File: config.mk
export PLATFORM = sky130hd
export DESIGN_NAME = bram_axi_flat
export DESIGN_NICKNAME = d
export VERILOG_FILES = /design/src/common/soc_pkg.sv /design/src/common/axi_lite_if.sv /design/src/design/bram_axi.sv /design/src/flat_wrapper.sv
export SDC_FILE = /design/constraint.sdc
export NUM_CORES = 2
export LEC_CHECK = 0
export BUFFER_PORTS_ARGS = -buffer_cell sky130_fd_sc_hd__buf_2
export CORE_ASPECT_RATIO = 1.5
export CORE_MARGIN = 2
export CORE_UTILIZATION = 60
export CTS_BUF_LIST = sky130_fd_sc_hd__clkbuf_8
export DETAILED_ROUTE_END_ITERATION = 8
export GPL_ROUTABILITY_DRIVEN = 1
export GPL_TIMING_DRIVEN = 1
export PLACE_DENSITY = 0.79
export SYNTH_ARGS = -nofsm -noshare
export SYNTH_HDL_FRONTEND = slang
export SYNTH_SLANG_ARGS = --single-unit
File: constraint.sdc
create_clock -name clk_i -period 3.1 [get_ports clk_i]
set_input_delay 0.62 -clock clk_i [delete_from_list [all_inputs] [get_ports clk_i]]
set_output_delay 0.62 -clock clk_i [all_outputs]
set_load 0.01 [all_outputs]
File: src/common/soc_pkg.sv
package soc_pkg;

	// Bus widths
	localparam int AXI_ADDR_WIDTH = 32;
	localparam int AXI_DATA_WIDTH = 32;
	localparam int AXI_STRB_WIDTH = AXI_DATA_WIDTH / 8;

	typedef logic [AXI_ADDR_WIDTH-1:0] addr_t;   // Byte address
	typedef logic [AXI_DATA_WIDTH-1:0] data_t;
	typedef logic [AXI_STRB_WIDTH-1:0] strb_t;   // One bit per byte lane
	typedef logic [1:0] resp_t;

	localparam resp_t RESP_OKAY = 2'b00;
	localparam resp_t RESP_DECERR = 2'b11;   // No slave at this address

	// Fabric defaults for the top level
	localparam int DEF_ENDPOINTS = 4;
	localparam int DEF_BANK_ADDR_WIDTH = 6;   // 64 words per bank

	// Address decoder FSM
	typedef enum logic {
		IDLE,
		WAIT_RESP
	} dec_state_t;

endpackage

File: src/common/axi_lite_if.sv
`timescale 1ns/1ps

interface axi_lite_if;
	import soc_pkg::*;

	// Write address and data
	addr_t awaddr;
	logic awvalid;
	logic awready;
	data_t wdata;
	strb_t wstrb;
	logic wvalid;
	logic wready;

	// Write response
	resp_t bresp;
	logic bvalid;
	logic bready;

	// Read address and data
	addr_t araddr;
	logic arvalid;
	logic arready;
	data_t rdata;
	resp_t rresp;
	logic rvalid;
	logic rready;

	modport master (
		output awaddr, awvalid, wdata, wstrb, wvalid, bready, araddr, arvalid, rready,
		input awready, wready, bresp, bvalid, arready, rdata, rresp, rvalid
	);

	modport slave (
		input awaddr, awvalid, wdata, wstrb, wvalid, bready, araddr, arvalid, rready,
		output awready, wready, bresp, bvalid, arready, rdata, rresp, rvalid
	);

	// Request half of the master side
	modport req_src (
		output awaddr, awvalid, wdata, wstrb, wvalid, araddr, arvalid,
		input awready, wready, arready
	);

	modport rsp_sink (
		output bready, rready,
		input bresp, bvalid, rdata, rresp, rvalid
	);

endinterface

File: src/design/bram_axi.sv
`timescale 1ns/1ps

module bram_axi #(
	parameter int BANK_ADDR_WIDTH = soc_pkg::DEF_BANK_ADDR_WIDTH
) (
	input logic clk_i,
	input logic reset_i,
	axi_lite_if.slave bus
);
	import soc_pkg::*;

	localparam int DEPTH = 2 ** BANK_ADDR_WIDTH;

	data_t mem [DEPTH];
	logic busy;
	logic wr_en;
	logic rd_en;
	logic [BANK_ADDR_WIDTH-1:0] wr_idx;
	logic [BANK_ADDR_WIDTH-1:0] rd_idx;
	logic bvalid_q;
	logic rvalid_q;
	data_t rdata_q;

	// Nothing new while a response is pending
	assign busy = bvalid_q || rvalid_q;
	assign wr_en = !busy && bus.awvalid && bus.wvalid;
	assign rd_en = !busy && bus.arvalid && !(bus.awvalid && bus.wvalid);

	assign bus.awready = wr_en;
	assign bus.wready = wr_en;
	assign bus.arready = rd_en;

	// Word index without the bank select bits
	assign wr_idx = bus.awaddr[BANK_ADDR_WIDTH+1:2];
	assign rd_idx = bus.araddr[BANK_ADDR_WIDTH+1:2];

	always_ff @(posedge clk_i) begin
		if (wr_en) begin
			for (int i = 0; i < $bits(strb_t); i++) begin
				if (bus.wstrb[i]) begin
					mem[wr_idx][8*i +: 8] <= bus.wdata[8*i +: 8];
				end
			end
		end
		if (rd_en) begin
			rdata_q <= mem[rd_idx];
		end
	end

	always_ff @(posedge clk_i) begin
		if (reset_i) begin
			bvalid_q <= 1'b0;
			rvalid_q <= 1'b0;
		end else begin
			if (wr_en) begin
				bvalid_q <= 1'b1;
			end else if (bus.bready) begin
				bvalid_q <= 1'b0;
			end
			if (rd_en) begin
				rvalid_q <= 1'b1;
			end else if (bus.rready) begin
				rvalid_q <= 1'b0;
			end
		end
	end

	assign bus.bvalid = bvalid_q;
	assign bus.bresp = RESP_OKAY;
	assign bus.rvalid = rvalid_q;
	assign bus.rdata = rdata_q;
	assign bus.rresp = RESP_OKAY;

endmodule

File: src/flat_wrapper.sv
// flat-port wrapper written by rule: the top's interface ports become plain ports
module bram_axi_flat import soc_pkg::*;
#(
	parameter int BANK_ADDR_WIDTH = soc_pkg::DEF_BANK_ADDR_WIDTH
)
  (clk_i, reset_i, bus_awaddr, bus_awvalid, bus_wdata, bus_wstrb, bus_wvalid, bus_bready, bus_araddr, bus_arvalid, bus_rready, bus_awready, bus_wready, bus_bresp, bus_bvalid, bus_arready, bus_rdata, bus_rresp, bus_rvalid);
  axi_lite_if bus_i ();
  input logic clk_i;
  input logic reset_i;
  input wire logic [$bits(bus_i.awaddr)-1:0] bus_awaddr;
  input wire logic [$bits(bus_i.awvalid)-1:0] bus_awvalid;
  input wire logic [$bits(bus_i.wdata)-1:0] bus_wdata;
  input wire logic [$bits(bus_i.wstrb)-1:0] bus_wstrb;
  input wire logic [$bits(bus_i.wvalid)-1:0] bus_wvalid;
  input wire logic [$bits(bus_i.bready)-1:0] bus_bready;
  input wire logic [$bits(bus_i.araddr)-1:0] bus_araddr;
  input wire logic [$bits(bus_i.arvalid)-1:0] bus_arvalid;
  input wire logic [$bits(bus_i.rready)-1:0] bus_rready;
  output wire logic [$bits(bus_i.awready)-1:0] bus_awready;
  output wire logic [$bits(bus_i.wready)-1:0] bus_wready;
  output wire logic [$bits(bus_i.bresp)-1:0] bus_bresp;
  output wire logic [$bits(bus_i.bvalid)-1:0] bus_bvalid;
  output wire logic [$bits(bus_i.arready)-1:0] bus_arready;
  output wire logic [$bits(bus_i.rdata)-1:0] bus_rdata;
  output wire logic [$bits(bus_i.rresp)-1:0] bus_rresp;
  output wire logic [$bits(bus_i.rvalid)-1:0] bus_rvalid;
  assign bus_i.awaddr = bus_awaddr;
  assign bus_i.awvalid = bus_awvalid;
  assign bus_i.wdata = bus_wdata;
  assign bus_i.wstrb = bus_wstrb;
  assign bus_i.wvalid = bus_wvalid;
  assign bus_i.bready = bus_bready;
  assign bus_i.araddr = bus_araddr;
  assign bus_i.arvalid = bus_arvalid;
  assign bus_i.rready = bus_rready;
  assign bus_awready = bus_i.awready;
  assign bus_wready = bus_i.wready;
  assign bus_bresp = bus_i.bresp;
  assign bus_bvalid = bus_i.bvalid;
  assign bus_arready = bus_i.arready;
  assign bus_rdata = bus_i.rdata;
  assign bus_rresp = bus_i.rresp;
  assign bus_rvalid = bus_i.rvalid;
  bram_axi #(.BANK_ADDR_WIDTH(BANK_ADDR_WIDTH)) u_core (.clk_i(clk_i), .reset_i(reset_i), .bus(bus_i));
endmodule
==> impl_metrics.json <==
{
  "antenna_violating_nets_post_route": 0,
  "net_switching_w": 0.01197,
  "finalHoldViolations": 0,
  "grt_pass1_vias": 43246,
  "layout.core_utilization": 0.6863,
  "comb_power_share": 0.057,
  "worstHoldPathType": "primary input to register",
  "setup_tns_ns": 0,
  "grt_first_pass_wirelength_um": 307400,
  "clkLatencyLatePin_ns": 1.02,
  "clock_tree.root_cell": "sky130_fd_sc_hd__clkbuf_8",
  "violations": "design-rule violations",
  "r2r.worst_path.cells": 6,
  "stdcell_area_um2": 91110,
  "synth-edff-count": 2080,
  "power.share.sequential": 0.575,
  "start_util": 0.6019,
  "tritoncts_num_sinks": 2082,
  "final_setup_vio_count": 0,
  "netlist.area_leader.share": 0.7816,
  "drv.max_cap_violation_count": 0,
  "drt_pre_antenna_iters": 9,
  "synth_area_per_cell_um2": 21.88,
  "detailedPlacementHpwl_um": 144700,
  "synthesis.area_um2": 79910,
  "ctsHtreeMaxLevel": 5,
  "timing.critical_path.slowest_stage_cell": "sky130_fd_sc_hd__nor3_2",
  "placedInstanceArea_um2": 85720,
  "worstSetupPathDepth": 3,
  "yosysWarnings": 0,
  "timing.critical_path.fanout_max": 5,
  "reported_leakage_power_nw": 29.49,
  "critPathRequiredTime_ns": 2.48,
  "port_buffers": 91,
  "ys_async_sr_fraction": 0,
  "grtUsageMet1": 0.3946,
  "ys_seq_elements": 2082,
  "cp-end-kind": "output pin",
  "grt-ovfl-total": 0,
  "worst-setup-path-type": "register to output pin",
  "global_route.usage.met2": 0.5127,
  "grt_usage": 0.3294,
  "clock-skew-final_ns": 0.05460,
  "outcome": "finished, violations left",
  "drt_wl_total_um": 221500,
  "setup_repair_after_global_routing_missed_its_margin": "false",
  "grt_use_met3": 0.1039,
  "cts.repair_timing.setup_buffer_count": 0,
  "tritoncts": "yes",
  "crit_path_cell_trace": "nor3_2, buf_12, buf_2",
  "startpoint_type": "register",
  "num-nets-final": 4433,
  "cts.path.max_buffers": 4,
  "cp_slowest_stage_delay_ns": 0.49,
  "placementRows": 164,
  "total_buffers_and_inverters_traversed_by_the_critical_path": 2,
  "numCtsBuffers": 300,
  "dieHeight_um": 451.0,
  "cellPowerDensity_nw_per_um2": 593.9,
  "die_area_um2": 136200,
  "core_region_area_um2": 132800,
  "num_io_pins": 148,
  "path_clk_slew_ns": 0.06,
  "clock_period_minus_final_worst_setup_slack_ns": 2.829,
  "crit_arrival_ns": 2.21,
  "die_w_um": 302.0,
  "drcViolationCount": 48,
  "synth_seq_area_share": 0.7821,
  "antenna_violations_before_repair": 30,
  "ys_types": 44,
  "timing_worst_slew_pin_value_ns": 1.241,
  "netSwitchingFraction": 0.2213,
  "synth-main-ff-cell": "sky130_fd_sc_hd__edfxtp_1",
  "final_layout_size_suffix_gt1_frac": 0.3302,
  "viasPerCell": 6.860,
  "power.ir.vdd_worst_mv": 0.4427,
  "drt_iter0_drc": 7287,
  "family_of_cells_with_the_greatest_summed_delay_on_the_critical_path": "simple AND/OR/NAND/NOR gates",
  "final.period_utilization": 0.9127,
  "clock_power_share": 0.368,
  "netlist_instances": 3652,
  "route.vias.total": 43216,
  "max_slew_headroom_at_the_worst_pin": 0.1725,
  "synth_area_leader_cell": "sky130_fd_sc_hd__edfxtp_1",
  "clock.fmax_ghz": 0.3534,
  "internal_power_contribution_w": 0.04214,
  "final_max_slew_viol_count": 0,
  "place.gp.congestion": 0.9345,
  "pin_count_of_the_biggest_net_entering_global_routing": 65,
  "area.growth.synth_to_final_pct": 14.02,
  "top_usage_layer": "met2",
  "wl_per_cell_um": 35.16,
  "hold_depth": 1,
  "ys_top_cells_by_area": "sky130_fd_sc_hd__edfxtp_1 (78%), sky130_fd_sc_hd__mux4_2 (14%), sky130_fd_sc_hd__nor2_1 (1.4%), sky130_fd_sc_hd__o22ai_1 (0.65%), sky130_fd_sc_hd__mux2i_1 (0.54%)"
}
## path summary, 6_finish.rpt
check                                                      end                      startpoint  slack, ns
worst max-delay path                               bus_awready  u_core.bus.rvalid$_SDFFE_PP0P_       0.27
worst min register to register  u_core.bus.rvalid$_SDFFE_PP0P_  u_core.bus.rvalid$_SDFFE_PP0P_       0.57
worst min-delay path               u_core.mem[29][6]$_DFFE_PP_                    bus_wdata[6]       0.14
worst max register to register    u_core.mem[48][23]$_DFFE_PP_  u_core.bus.rvalid$_SDFFE_PP0P_       0.80
## cell families after synthesis
| family | Yosys count | share of synthesized area |
|---|---|---|
| buffers and inverters | 220 | 0.01503 |
| muxes | 568 | 0.1497 |
| DFF | 2082 | 0.7821 |
| and+or+nand+nor | 466 | 0.02443 |
| AOI/OAI and AO/OA | 315 | 0.02872 |
| other | 1 | 0.00004693 |
## layout make-up
type,instances,area (um2)
flip-flops and latches,2082,62500
multi-input cells,1353,16280
clock buffers,307,4225
diodes,20,50.05
inverters,2,7.507
well taps,1743,2181
clock inverters,206,1089
fillers,7512,41650
repair buffers,587,4780
## metrics by stage
stage / total power [W] / worst slack, ns / hold WS [ns] / cells
2_1_floorplan: 0.03318 / 0.5276 / 0.5485 / 3655
3_3_place_gp: 0.03462 / 0.08581 / 0.5493 / 5764
3_5_place_dp: 0.03471 / 0.06945 / 0.5601 / 5764
4_1_cts: 0.05418 / 0.07177 / 0.07681 / 6280
5_1_grt: 0.05539 / 0.1284 / 0.1158 / 6282
6_report: 0.05411 / 0.2705 / 0.1368 / 6300
## power groups by stage
stage                     sequential [W]  combinational [W]  clock (W)
after floorplan                   0.0317            0.00149          0
after global placement            0.0317            0.00291          0
after detailed placement          0.0317            0.00300          0
after CTS                         0.0311            0.00302     0.0201
after global routing              0.0311            0.00316     0.0211
final                             0.0311            0.00307     0.0199
## Yosys cell counts (2+ instances only)
| cell type | n |
|---|---|
| sky130_fd_sc_hd__nor2b_1 | 8 |
| sky130_fd_sc_hd__a2111oi_0 | 2 |
| sky130_fd_sc_hd__mux2_2 | 26 |
| sky130_fd_sc_hd__and3b_1 | 3 |
| sky130_fd_sc_hd__edfxtp_1 | 2080 |
| sky130_fd_sc_hd__mux4_2 | 499 |
| sky130_fd_sc_hd__a311oi_1 | 8 |
| sky130_fd_sc_hd__a22oi_1 | 40 |
| sky130_fd_sc_hd__a211oi_1 | 15 |
| sky130_fd_sc_hd__buf_2 | 47 |
| sky130_fd_sc_hd__and2_1 | 3 |
| sky130_fd_sc_hd__nand3b_1 | 6 |
| sky130_fd_sc_hd__nand2_1 | 87 |
| sky130_fd_sc_hd__buf_6 | 19 |
| sky130_fd_sc_hd__inv_1 | 2 |
| sky130_fd_sc_hd__buf_4 | 45 |
| sky130_fd_sc_hd__o22a_1 | 8 |
| sky130_fd_sc_hd__buf_1 | 12 |
| sky130_fd_sc_hd__a22o_1 | 42 |
| sky130_fd_sc_hd__o221ai_1 | 25 |
| sky130_fd_sc_hd__and3_1 | 3 |
| sky130_fd_sc_hd__or3_1 | 2 |
| sky130_fd_sc_hd__clkbuf_1 | 93 |
| sky130_fd_sc_hd__nor2_1 | 296 |
| sky130_fd_sc_hd__a221oi_1 | 39 |
| sky130_fd_sc_hd__nor3_1 | 20 |
| sky130_fd_sc_hd__or3b_2 | 5 |
| sky130_fd_sc_hd__mux2i_1 | 43 |
| sky130_fd_sc_hd__o21ai_0 | 11 |
| sky130_fd_sc_hd__dfxtp_1 | 2 |
| sky130_fd_sc_hd__or2_2 | 3 |
| sky130_fd_sc_hd__nand3_1 | 14 |
| sky130_fd_sc_hd__o22ai_1 | 83 |
| sky130_fd_sc_hd__a21oi_1 | 39 |
| sky130_fd_sc_hd__nand2b_1 | 8 |
| sky130_fd_sc_hd__nor3b_1 | 6 |
## state kept, by name, indices dropped and copies added, names as in the netlist
register,cells
u_core.mem,2048
u_core.bus.rdata,32
u_core.bus.bvalid,1
u_core.bus.rvalid,1
## timing repair
action | in CTS | in global routing
endpoints found under the setup margin | 0 | 1
resized for setup | 0 | 1
hold buffers | 3 | 0
endpoints found under the hold margin | 2 | 0
## layout by cell type, fill, tap and decap left out, types with 9 or more instances in the layout
master,Yosys,routed
sky130_fd_sc_hd__a21oi_1,39,39
sky130_fd_sc_hd__bufinv_16,0,9
sky130_fd_sc_hd__nor3_1,20,19
sky130_fd_sc_hd__nor2_1,296,294
sky130_fd_sc_hd__o221ai_1,25,25
sky130_fd_sc_hd__inv_1,2,70
sky130_fd_sc_hd__clkbuf_8,0,307
sky130_fd_sc_hd__buf_4,45,448
sky130_fd_sc_hd__clkinv_1,0,78
sky130_fd_sc_hd__mux2_2,26,26
sky130_fd_sc_hd__o22ai_1,83,83
sky130_fd_sc_hd__o21ai_0,11,11
sky130_fd_sc_hd__clkinv_2,0,45
sky130_fd_sc_hd__buf_12,0,45
sky130_fd_sc_hd__buf_2,47,88
sky130_fd_sc_hd__edfxtp_1,2080,2080
sky130_fd_sc_hd__diode_2,0,20
sky130_fd_sc_hd__a211oi_1,15,15
sky130_fd_sc_hd__a22oi_1,40,40
sky130_fd_sc_hd__mux4_2,499,499
sky130_fd_sc_hd__nand2_1,87,83
sky130_fd_sc_hd__a22o_1,42,42
sky130_fd_sc_hd__a221oi_1,39,39
sky130_fd_sc_hd__nand3_1,14,14
sky130_fd_sc_hd__mux2i_1,43,43
## metal layers
| metal | vias up | wire [um] | share of wire |
|---|---|---|---|
| li1 | 16751 | - | - |
| met1 | 21891 | 67930 | 0.31 |
| met2 | 3721 | 105700 | 0.48 |
| met3 | 827 | 29610 | 0.13 |
| met4 | 26 | 18050 | 0.081 |
| met5 | - | 244 | 0.0011 |
No activity file was read; power rests on OpenSTA's default activity.
